[src/hw/rf_consts.svh]
// ----------------------------------------------------------
// Register file subsystem constants
// Array geometry, power sequencing delays and the APB
// register map of the power-gated 64x14 register file
// ----------------------------------------------------------
`ifndef RF_CONSTS_SVH
`define RF_CONSTS_SVH

// Array geometry
`define RF_DEPTH        64
`define RF_WIDTH        14
`define RF_ADDR_W       6

// Cycles from enable_b falling to the array acknowledge falling
`define RF_WAKE_CYCLES  4
// Flops in the IP reset staging chain of the wrapper
`define RF_RST_STAGES   2

// APB register map, byte addresses
`define RF_APB_ADDR_W   12
`define RF_REG_CTRL     12'h000
`define RF_REG_STATUS   12'h004
// Entry i lives at RF_ARRAY_BASE + 4*i
`define RF_ARRAY_BASE   12'h100

`endif

[src/hw/rf_pkg.sv]
// ----------------------------------------------------------
// Register file subsystem types
// Vector types for entries and APB fields, and the
// power sequencer state encoding
// ----------------------------------------------------------
`include "rf_consts.svh"

package rf_pkg;

    // Entry index and entry payload of the array
    typedef logic [`RF_ADDR_W-1:0] rf_addr_t;
    typedef logic [`RF_WIDTH-1:0]  rf_data_t;

    // APB address and data word
    typedef logic [`RF_APB_ADDR_W-1:0] apb_addr_t;
    typedef logic [31:0]               apb_data_t;

    // Power-gate sequencer states, in power-up order
    typedef enum logic [2:0] {
        PG_OFF,
        PG_WAKE,
        PG_RELEASE,
        PG_ON,
        PG_SLEEP
    } pg_state_t;

endpackage

[src/hw/rf_ifs.sv]
// ----------------------------------------------------------
// Register file subsystem interfaces
// rf_port_if carries array read and write accesses,
// rf_pwr_if carries the power-gating handshake
// ----------------------------------------------------------
`timescale 1ns/1ns

interface rf_port_if;

    // Write port, takes effect on the edge where we is high
    logic              we;
    rf_pkg::rf_addr_t  waddr;
    rf_pkg::rf_data_t  wdata;

    // Read port, rdata is valid one cycle after re
    logic              re;
    rf_pkg::rf_addr_t  raddr;
    rf_pkg::rf_data_t  rdata;

    // APB slave side issues the accesses
    modport host (output we, waddr, wdata, re, raddr, input rdata);

    // Array wrapper side answers with read data
    modport mem (input we, waddr, wdata, re, raddr, output rdata);

endinterface

interface rf_pwr_if;

    // Outputs from the sequencer
    logic isol_en;
    logic pwr_enable_b_in;
    logic ip_reset;

    // Power acknowledge returned by the array, active low like the enable
    logic pwr_enable_b_out;

    modport ctl (output isol_en, pwr_enable_b_in, ip_reset, input pwr_enable_b_out);

    modport mem (input isol_en, pwr_enable_b_in, ip_reset, output pwr_enable_b_out);

endinterface

[src/hw/rf_array_64x14.sv]
// ----------------------------------------------------------
// Behavioral two-port 64x14 register file macro
// Registered read port, output isolation and a delayed
// power-enable acknowledge that models the wake-up time
// ----------------------------------------------------------
`timescale 1ns/1ns
`include "rf_consts.svh"

module rf_array_64x14 (
    input  logic              clk,
    input  logic              reset,
    rf_pwr_if.mem             pwr,
    input  logic              we,
    input  logic              re,
    input  rf_pkg::rf_addr_t  waddr,
    input  rf_pkg::rf_addr_t  raddr,
    input  rf_pkg::rf_data_t  wdata,
    output rf_pkg::rf_data_t  rdata,
    input  logic              access_ok
);

    rf_pkg::rf_data_t              mem [`RF_DEPTH];
    rf_pkg::rf_data_t              rd_q;
    logic [`RF_WAKE_CYCLES-1:0]    wake_dly;
    logic                          mem_on;

    // ------------------------------------------------------------
    // Power acknowledge
    // ------------------------------------------------------------

    // The enable travels through a delay line, the last tap is the ack
    // Reset puts the whole line in the powered-down state
    always_ff @(posedge clk) begin
        if (reset) begin
            wake_dly <= '1;
        end else begin
            wake_dly <= {wake_dly[`RF_WAKE_CYCLES-2:0], pwr.pwr_enable_b_in};
        end
    end

    assign pwr.pwr_enable_b_out = wake_dly[`RF_WAKE_CYCLES-1];

    // Accesses only count once the domain is up and the IP reset is gone
    assign mem_on = !pwr.pwr_enable_b_out && access_ok;

    // ------------------------------------------------------------
    // Storage and read port
    // ------------------------------------------------------------
    always_ff @(posedge clk) begin
        if (we && mem_on) begin
            mem[waddr] <= wdata;
        end
        // Read data holds until the next accepted read
        if (re && mem_on) begin
            rd_q <= mem[raddr];
        end
    end

    // Clamp the output low while isolated
    assign rdata = pwr.isol_en ? '0 : rd_q;

endmodule

[src/hw/rf_pg_64x14.sv]
// ----------------------------------------------------------
// Power-gated 64x14 register file wrapper
// Stages the IP reset for the array and keeps accesses
// away from it until the staged reset has cleared
// ----------------------------------------------------------
`timescale 1ns/1ns
`include "rf_consts.svh"

module rf_pg_64x14 (
    input  logic      clk,
    input  logic      reset,
    rf_port_if.mem    port,
    rf_pwr_if.mem     pwr
);

    logic [`RF_RST_STAGES-1:0] rst_stage;
    logic                      access_ok;

    // Reset staging chain, shifts the IP reset toward the array
    // A subsystem reset fills it so the array starts out held
    always_ff @(posedge clk) begin
        if (reset) begin
            rst_stage <= '1;
        end else begin
            rst_stage[0] <= pwr.ip_reset;
            for (int i = 1; i < `RF_RST_STAGES; i++) begin
                rst_stage[i] <= rst_stage[i-1];
            end
        end
    end

    // Assertion of the IP reset blocks accesses at once,
    // release waits for the last stage
    assign access_ok = !pwr.ip_reset && !rst_stage[`RF_RST_STAGES-1];

    rf_array_64x14 u_array (
        .clk       (clk),
        .reset     (reset),
        .pwr       (pwr),
        .we        (port.we),
        .re        (port.re),
        .waddr     (port.waddr),
        .raddr     (port.raddr),
        .wdata     (port.wdata),
        .rdata     (port.rdata),
        .access_ok (access_ok)
    );

endmodule

[src/hw/rf_power_ctl.sv]
// ----------------------------------------------------------
// Power-gate sequencer
// Orders enable, isolation and IP reset on power-up and
// power-down of the register file domain
// ----------------------------------------------------------
`timescale 1ns/1ns
`include "rf_consts.svh"

module rf_power_ctl (
    input  logic  clk,
    input  logic  reset,
    input  logic  power_req,
    output logic  powered,
    output logic  busy,
    rf_pwr_if.ctl pwr
);

    // Cycles spent in PG_RELEASE, one more than the staging depth
    localparam int unsigned REL_CYCLES = `RF_RST_STAGES + 1;
    localparam int unsigned CNT_W      = $clog2(REL_CYCLES);

    rf_pkg::pg_state_t state;
    logic [CNT_W-1:0]  rel_cnt;

    always_ff @(posedge clk) begin
        if (reset) begin
            state   <= rf_pkg::PG_OFF;
            rel_cnt <= '0;
        end else begin
            case (state)
                rf_pkg::PG_OFF: begin
                    if (power_req) state <= rf_pkg::PG_WAKE;
                end
                // Enable is low, wait for the array to acknowledge
                rf_pkg::PG_WAKE: begin
                    rel_cnt <= '0;
                    if (!pwr.pwr_enable_b_out) state <= rf_pkg::PG_RELEASE;
                end
                // Reset and isolation are released, let the staged reset drain
                rf_pkg::PG_RELEASE: begin
                    rel_cnt <= rel_cnt + 1'b1;
                    if (rel_cnt == CNT_W'(REL_CYCLES - 1)) state <= rf_pkg::PG_ON;
                end
                rf_pkg::PG_ON: begin
                    if (!power_req) state <= rf_pkg::PG_SLEEP;
                end
                // Everything is raised, wait for the acknowledge to follow
                rf_pkg::PG_SLEEP: begin
                    if (pwr.pwr_enable_b_out) state <= rf_pkg::PG_OFF;
                end
                default: state <= rf_pkg::PG_OFF;
            endcase
        end
    end

    // Isolation and IP reset are only off while releasing or on
    assign pwr.isol_en  = (state != rf_pkg::PG_RELEASE) && (state != rf_pkg::PG_ON);
    assign pwr.ip_reset = (state != rf_pkg::PG_RELEASE) && (state != rf_pkg::PG_ON);
    // Enable is active low and drops from PG_WAKE through PG_ON
    assign pwr.pwr_enable_b_in = (state == rf_pkg::PG_OFF) || (state == rf_pkg::PG_SLEEP);

    assign powered = (state == rf_pkg::PG_ON);
    assign busy    = (state == rf_pkg::PG_WAKE) || (state == rf_pkg::PG_RELEASE) ||
                     (state == rf_pkg::PG_SLEEP);

endmodule

[src/hw/rf_apb_slave.sv]
// ----------------------------------------------------------
// APB slave of the register file subsystem
// CTRL and STATUS registers plus a window onto the array,
// array reads take one wait state
// ----------------------------------------------------------
`timescale 1ns/1ns
`include "rf_consts.svh"

module rf_apb_slave (
    input  logic              clk,
    input  logic              reset,
    input  logic              psel,
    input  logic              penable,
    input  logic              pwrite,
    input  rf_pkg::apb_addr_t paddr,
    input  rf_pkg::apb_data_t pwdata,
    output rf_pkg::apb_data_t prdata,
    output logic              pready,
    output logic              pslverr,
    output logic              power_req,
    input  logic              powered,
    input  logic              busy,
    rf_port_if.host           port
);

    // First byte address past the array window
    localparam rf_pkg::apb_addr_t ARR_LIMIT = `RF_ARRAY_BASE + `RF_APB_ADDR_W'(4 * `RF_DEPTH);

    logic              access;
    logic              sel_ctrl;
    logic              sel_status;
    logic              sel_arr;
    logic              arr_ok;
    logic              arr_rd;
    logic              err;
    logic              ctrl_q;
    logic              rd_wait;
    rf_pkg::apb_addr_t arr_off;

    // ------------------------------------------------------------
    // Address decode
    // ------------------------------------------------------------

    // No transfer is accepted or answered while reset is held
    assign access     = psel && penable && !reset;
    assign sel_ctrl   = (paddr == `RF_REG_CTRL);
    assign sel_status = (paddr == `RF_REG_STATUS);
    // Word-aligned addresses inside the window only
    assign sel_arr    = (paddr >= `RF_ARRAY_BASE) && (paddr < ARR_LIMIT) &&
                        (paddr[1:0] == 2'b00);
    assign arr_off    = paddr - `RF_ARRAY_BASE;

    // Array window is only usable with the domain fully on
    assign arr_ok = sel_arr && powered;
    assign arr_rd = arr_ok && !pwrite;
    assign err    = !(sel_ctrl || sel_status || sel_arr) || (sel_arr && !powered);

    // Array reads finish in the second access cycle, everything else in the first
    assign pready  = access && (!arr_rd || rd_wait);
    assign pslverr = access && err;

    // Marks the wait state of an array read
    always_ff @(posedge clk) begin
        if (reset) begin
            rd_wait <= 1'b0;
        end else begin
            rd_wait <= access && arr_rd && !rd_wait;
        end
    end

    // CTRL bit 0 is the power request and STATUS is read only
    always_ff @(posedge clk) begin
        if (reset) begin
            ctrl_q <= 1'b0;
        end else if (access && pwrite && sel_ctrl) begin
            ctrl_q <= pwdata[0];
        end
    end

    assign power_req = ctrl_q;

    // ------------------------------------------------------------
    // Array strobes
    // ------------------------------------------------------------
    assign port.we    = access && arr_ok && pwrite;
    assign port.re    = access && arr_rd && !rd_wait;
    assign port.waddr = arr_off[`RF_ADDR_W+1:2];
    assign port.raddr = arr_off[`RF_ADDR_W+1:2];
    // Upper write bits have nowhere to go
    assign port.wdata = pwdata[`RF_WIDTH-1:0];

    // Read data is zero on errors and for writes
    always_comb begin
        prdata = '0;
        if (!err && !pwrite) begin
            if (sel_ctrl) begin
                prdata = {31'b0, ctrl_q};
            end else if (sel_status) begin
                // Bit 1 is busy and bit 0 is powered
                prdata = {30'b0, busy, powered};
            end else begin
                prdata = {{(32 - `RF_WIDTH){1'b0}}, port.rdata};
            end
        end
    end

endmodule

[src/hw/rf_subsys_top.sv]
// ----------------------------------------------------------
// Register file subsystem top level
// APB slave, power sequencer and power-gated array,
// joined by the port and power interfaces
// ----------------------------------------------------------
`timescale 1ns/1ns

module rf_subsys_top (
    input  logic              clk,
    input  logic              reset,
    input  logic              psel,
    input  logic              penable,
    input  logic              pwrite,
    input  rf_pkg::apb_addr_t paddr,
    input  rf_pkg::apb_data_t pwdata,
    output rf_pkg::apb_data_t prdata,
    output logic              pready,
    output logic              pslverr
);

    logic power_req;
    logic powered;
    logic busy;

    rf_port_if port_if ();
    rf_pwr_if  pwr_if ();

    rf_apb_slave u_apb (
        .clk       (clk),
        .reset     (reset),
        .psel      (psel),
        .penable   (penable),
        .pwrite    (pwrite),
        .paddr     (paddr),
        .pwdata    (pwdata),
        .prdata    (prdata),
        .pready    (pready),
        .pslverr   (pslverr),
        .power_req (power_req),
        .powered   (powered),
        .busy      (busy),
        .port      (port_if.host)
    );

    rf_power_ctl u_pwr (
        .clk       (clk),
        .reset     (reset),
        .power_req (power_req),
        .powered   (powered),
        .busy      (busy),
        .pwr       (pwr_if.ctl)
    );

    rf_pg_64x14 u_rf (
        .clk   (clk),
        .reset (reset),
        .port  (port_if.mem),
        .pwr   (pwr_if.mem)
    );

endmodule

[config.mk]
export PLATFORM = sky130hd
export DESIGN_NAME = rf_subsys_top
export DESIGN_NICKNAME = d
export VERILOG_FILES = /design/src/hw/rf_pkg.sv /design/src/hw/rf_ifs.sv /design/src/hw/rf_array_64x14.sv /design/src/hw/rf_pg_64x14.sv /design/src/hw/rf_power_ctl.sv /design/src/hw/rf_apb_slave.sv /design/src/hw/rf_subsys_top.sv
export VERILOG_INCLUDE_DIRS = /design/src /design/src/hw
export SDC_FILE = /design/constraint.sdc
export NUM_CORES = 1
export LEC_CHECK = 0
export ABC_CLOCK_PERIOD_IN_PS = 4900
export BUFFER_PORTS_ARGS = -buffer_cell sky130_fd_sc_hd__buf_2
export CAP_MARGIN = 25
export CORE_MARGIN = 8
export CORE_UTILIZATION = 50
export CTS_CLUSTER_SIZE = 25
export DETAILED_ROUTE_END_ITERATION = 12
export GPL_TIMING_DRIVEN = 0
export PLACE_DENSITY = 0.66
export SLEW_MARGIN = 10
export SYNTH_ARGS = -nofsm -noshare
export SYNTH_HDL_FRONTEND = slang
export SYNTH_HIERARCHICAL = 1
export SYNTH_SLANG_ARGS = --single-unit
[constraint.sdc]
create_clock -name clk -period 4.9 [get_ports clk]
set_input_delay 0.49 -clock clk [delete_from_list [all_inputs] [get_ports clk]]
set_output_delay 0.49 -clock clk [all_outputs]
set_load 0.01 [all_outputs]
==> flow_summary.toml, run 1 <==
[sta]
max_freq_mhz = 228
max_slew_margin = 0.264
worst_clock_skew_ns = 0.0224
finalMaxSlewViolations = 0
hold_ws_ns = 0.0956
setup_viol = 0
setup_tns_ns = 0
final_hold_viol_count = 0
fin_crit_ns = 4.38
tightest_slew_ns = 1.10
fin_crit_sh = 0.894
rsz0062_at_grt = "false"
fin_ws_ns = 0.521

[grt]
grt_pass1_wl_um = 129000
use_met2 = 0.341
grtUsageMet1 = 0.297
grt.busiest_layer = "met2"
grt_max_degree = 65
grt_overflow = 0
antenna_found_initial = 0
grt_usage = 0.219
grt_pass1_vias = 18100
met3_usage = 0.0673

[detailed_routing]
totalWireLength_um = 89400
first_iter_violations = 2058
routedWlPerCell_um = 31.1
vias = 17900
antenna_left = 0
drtPass1Iterations = 6
via_per_inst = 6.21
post-route-drc-count = 0

[layout]
insertedDiodeCount = 0
drive_above_1_share = 0.303
nets = 1904
fin_area_mm2 = 0.0412
areaGrowthSynthToFinish_pct = 14.3

[yosys]
syn_area_mm2 = 0.0360
synth_top_area_frac = 0.759
synth-seq-cells = 923
synth_edf_count = 910
synth_warnings = 6
synth_ff_type = "edfxtp_1"
syn_avg_cell_area_um2 = 21.6
synth_top_area_cell = "edfxtp_1"
ys_types = 51
yosys-top-cells-count = "edfxtp_1, mux4_2, nor2_1"
synthArstFlopShare = 0
synthMostInstantiatedCell = "edfxtp_1"
postSynthCellCount = 1669
synthTopCellsByArea = "edfxtp_1, mux4_2, mux2i_1"
yosysSeqAreaShare = 0.766

[placement]
dpl_cell_area_mm2 = 0.0382
portBuffers = 33
hpwl_um = 58100
gp_congestion = 0.973
place_ws_ns = 0.332

[cts]
cts-resized-gates = 0
clk_latency_ns = 0.65
root_buffer = "clkbuf_16"
clock_sinks = 923
htree_levels = 3
clock_path_buffers = 3
cts_setup_buffers = 0
cts_tree = "yes"
cts.clk_slew.worst_paths_ns = 0.06
cts_hold_buffers = 0
cts_buffers = 91

[setup_path]
crit_type = "reg2reg"
critPathMaxFanout = 14
arrival_ns = 4.66
cp-start-kind = "register"
end_kind = "register"
worstPathRequired_ns = 5.18

[die]
die_w_um = 284
num_io_pins = 83
fp.dieH_um = 284
core_mm2 = 0.0714
dieArea_mm2 = 0.0809
rows = 98
initial_core_util = 0.505

[power]
powerDensity_mw_per_mm2 = 400
p_total_mw = 16.5
power_leakage_nw = 13.0
max-vdd-ir-drop_mv = 0.248

[outcome]
status = "complete, no violations"

[hold_path]
min_path_type = "in2reg"

[job]
drv_cap = 0
[registers in the layout, indices dropped and copies added (netlist names)]
register / count
u_apb/power_req: 1
u_rf/u_array/mem: 896
u_pwr/rel_cnt: 2
u_rf/u_array/rd_q: 14
u_rf/rst_stage: 2
u_pwr/state: 3
u_rf/u_array/wake_dly: 4
u_apb/rd_wait: 1
[cell type report]
type                            count  area [um2]
Clock buffer                      111        2360
Tap cell                          950        1190
Timing Repair Buffer               75         762
Fill cell                        5149       30200
Inverter                            5        18.8
Multi-Input combinational cell    624        7860
Buffer                            134         778
Clock inverter                     53         627
Sequential cell                   923       27600
[where the power goes]
part	total, mW	leakage (nW)	internal, mW	switching (mW)
clock	7.00	1.44	4.08	2.92
sequential	8.67	8.28	8.67	0.000000271
combinational	0.791	3.23	0.275	0.516
total	16.5	13.0	13.0	3.44
[per-layer routing]
metal / up-vias / share of wire
met5: - / 0
met4: 0 / 0.030
met3: 160 / 0.11
met2: 906 / 0.47
met1: 9490 / 0.39
li1: 7309 / -
[cells in the final DEF (no fill, tap or decap), drive strengths merged, types with 9 or more instances in the layout]
master / netlist / final
or2: 13 / 13
clkbuf: 39 / 150
mux2i: 40 / 40
edfxtp: 910 / 910
clkinv: 0 / 32
a211oi: 15 / 15
o21ai: 9 / 9
buf: 95 / 170
nor2: 82 / 82
nor2b: 25 / 25
a22oi: 20 / 20
mux4: 231 / 231
and2: 14 / 14
a22o: 11 / 11
bufinv: 0 / 12
inv: 5 / 11
a31oi: 10 / 10
nand3: 17 / 17
a21oi: 18 / 18
nand2: 20 / 20
conb: 1 / 18
o221ai: 18 / 18
o22ai: 21 / 21
dfxtp: 13 / 13
[worst paths after layout]
check,from,slack [ns],cells after the start,endpoint
setup / recovery,u_pwr/state[2],0.52,9,u_rf/u_array/mem[55][7]
hold / removal,pwdata[0],0.1,2,u_apb/power_req
hold reg to reg,u_rf/u_array/wake_dly[2],0.42,1,u_rf/u_array/wake_dly[3]
setup reg to reg,u_pwr/state[2],0.52,9,u_rf/u_array/mem[55][7]
[cell families (layout without fill, tap and decap cells)]
logic type,Yosys count,after routing,synth area share
flip-flops,923,923,0.766
AND/OR/NAND/NOR,202,202,0.0287
adder cells (fa/ha/maj),1,1,0.000347
buffers and inverters,139,378,0.0221
multiplexers,273,273,0.157
other,1,18,0.000104
XOR/XNOR,1,1,0.000243
AO/OA/AOI/OAI,129,129,0.0253
[stage by stage]
step,utilization,std cells
after floorplan,-,1686
after global placement,0.525,2669
after detailed placement,0.535,2709
after CTS,0.577,2873
after global routing,0.577,2875
final,0.577,2875
[worst max-delay path: stages, from the launching register on]
cell      delay, ns
dfxtp_1        0.30
buf_2          0.16
nand2b_1       0.22
nor2_1         0.23
nand2_1        0.19
nor2_1         0.15
nand2_1        0.10
nor3b_1        0.67
nand3_1        0.90
nor2_2         1.06
Power figures use the tool's default switching activity.
==> run 2: changes to the inputs <==
--- a/config.mk
+++ b/config.mk
@@ -15,6 +15,7 @@
 export DETAILED_ROUTE_END_ITERATION = 12
 export GPL_TIMING_DRIVEN = 0
 export PLACE_DENSITY = 0.66
+export REMOVE_ABC_BUFFERS = 1
 export SLEW_MARGIN = 10
 export SYNTH_ARGS = -nofsm -noshare
 export SYNTH_HDL_FRONTEND = slang
==> run 2 against run 1 <==
  * Count of clock-buffer cells in the layout up 10
  * Sequential share of layout area up 0.13 points
  * Via count down 4.8%
  * Design area down 0.19%
  * Register-to-register slack worse by 0.03 ns
  * Setup slack worse by 0.034 ns
  * Critical endpoint is now u_rf/u_array/mem[23][13]
==> flow_summary.toml, run 2 (same netlist as run 1, synthesis figures left out) <==
[cts]
cts_buffers = 89
clock_path_buffers = 3
cts_setup_buffers = 0
clk_latency_ns = 0.63
cts.clk_slew.worst_paths_ns = 0.06
root_buffer = "clkbuf_16"
htree_levels = 3
cts-resized-gates = 0
clock_sinks = 923
cts_tree = "yes"
cts_hold_buffers = 0

[layout]
largest_reg_flops = 896
final_cell_mix = "edfxtp_1, mux4_2, clkbuf_16"
n_fill_cell = 5127
nets = 1805
top_regs = "u_rf/u_array/mem x896, u_rf/u_array/rd_q x14, u_rf/u_array/wake_dly x4"
areaGrowthSynthToFinish_pct = 14.1
mostFrequentLayoutCell = "edfxtp_1"
drive_above_1_share = 0.296
top_register = "u_rf/u_array/mem"

[sta]
fin_ws_ns = 0.487
tightest_slew_ns = 1.07
hold_ws_ns = 0.176
fin_crit_sh = 0.901
finalMaxSlewViolations = 0
final_hold_viol_count = 0
setup_viol = 0
max_freq_mhz = 227
rsz0062_at_grt = "false"
worst_clock_skew_ns = 0.0148
fin_crit_ns = 4.41
max_slew_margin = 0.286

[detailed_routing]
antenna_left = 0
vias = 17000
post-route-drc-count = 0
via_per_inst = 6.11
drtPass1Iterations = 7
routedWlPerCell_um = 28.6
first_iter_violations = 1743
totalWireLength_um = 79600

[setup_path]
crit_type = "reg2reg"
end_kind = "register"
worstPathRequired_ns = 5.16
critPathMaxFanout = 18
critPathTopFamily = "simple AND/OR/NAND/NOR gates"
cp-start-kind = "register"
crit_buf_inv = 0
cpPeakStageDelay_ns = 1.01
arrival_ns = 4.67
path_cells = "nand2b_1, nor2_1, nand2_1, nor2_1, nand2_1, nor3b_1, nand3_1, nor2_2"
cp_slowest_cell = "nor2_2"

[placement]
portBuffers = 46
hpwl_um = 48500
place_ws_ns = 0.561
gp_congestion = 0.824

[die]
rows = 98
core_mm2 = 0.0714
dieArea_mm2 = 0.0809
initial_core_util = 0.505
num_io_pins = 83
fp.dieH_um = 284
die_w_um = 284

[power]
power_leakage_nw = 12.9
max-vdd-ir-drop_mv = 0.266
powerDensity_mw_per_mm2 = 404
p_total_mw = 16.6

[grt]
grt_pass1_wl_um = 116000
grt_overflow = 0
grt_max_degree = 77
grt_usage = 0.194
antenna_found_initial = 0
grt_pass1_vias = 17300

[hold_path]
min_path_type = "in2reg"

[job]
drv_cap = 0

[outcome]
status = "complete, no violations"
[run 2: cell count changes in the layout (fill, tap and decap cells not counted), sizes merged, moves of 3 or more]
cell / delta
clkinv: -5
buf: -58
clkbuf: -29
bufinv: +3
inv: -5
[run 2: worst register-to-register path: cells and delay by family, from the launching register on]
kind             cells  cell delay, ns
and+or+nand+nor      8            3.52
DFF                  1            0.52
[run 2: per-layer routing]
metal | vias to the layer above | GRT usage | routed length [um]
li1 | 7123 | - | -
met5 | - | 0 | 0
met2 | 673 | 0.310 | 38500
met1 | 9074 | 0.271 | 33200
met3 | 134 | 0.0334 | 5440
met4 | 0 | 0.0694 | 2460
[run 2: path summary, 6_finish.rpt]
check / start / end / slack, ns / cells after the start
max: u_pwr/state[1] / u_rf/u_array/mem[23][13] / 0.49 / 8
min reg2reg: u_rf/rst_stage[0] / u_rf/rst_stage[1] / 0.41 / 1
max reg2reg: u_pwr/state[1] / u_rf/u_array/mem[23][13] / 0.49 / 8
min: reset / u_pwr/state[0] / 0.18 / 2
[run 2: final cells by class]
class | count | area, um2 | area share
Antenna cell | 1 | 2.50 | 0.0000609
Inverter | 5 | 18.8 | 0.000457
Timing Repair Buffer | 112 | 1350 | 0.0327
Tap cell | 950 | 1190 | 0.0289
Clock buffer | 121 | 2500 | 0.0609
Sequential cell | 923 | 27600 | 0.671
Clock inverter | 45 | 597 | 0.0145
Multi-Input combinational cell | 624 | 7860 | 0.191
[run 2: per-stage QoR]
| stage | std cells | utilization | instance area, um2 | TNS, ns |
|---|---|---|---|---|
| 6_report | 2781 | 0.576 | 41100 | 0 |
| 5_1_grt | 2780 | 0.576 | 41100 | 0 |
| 4_1_cts | 2774 | 0.574 | 41000 | 0 |
| 3_5_place_dp | 2608 | 0.531 | 37900 | 0 |
| 3_3_place_gp | 2548 | 0.515 | 36700 | -4116.12 |
| 2_1_floorplan | 1552 | - | 35300 | 0 |
[run 2: report_power, final]
| part | internal, mW | switching, mW | leakage [nW] | total [mW] |
|---|---|---|---|---|
| sequential | 8.67 | 0.000000613 | 8.28 | 8.67 |
| clock | 4.37 | 2.82 | 1.51 | 7.19 |
| combinational | 0.274 | 0.451 | 3.06 | 0.725 |
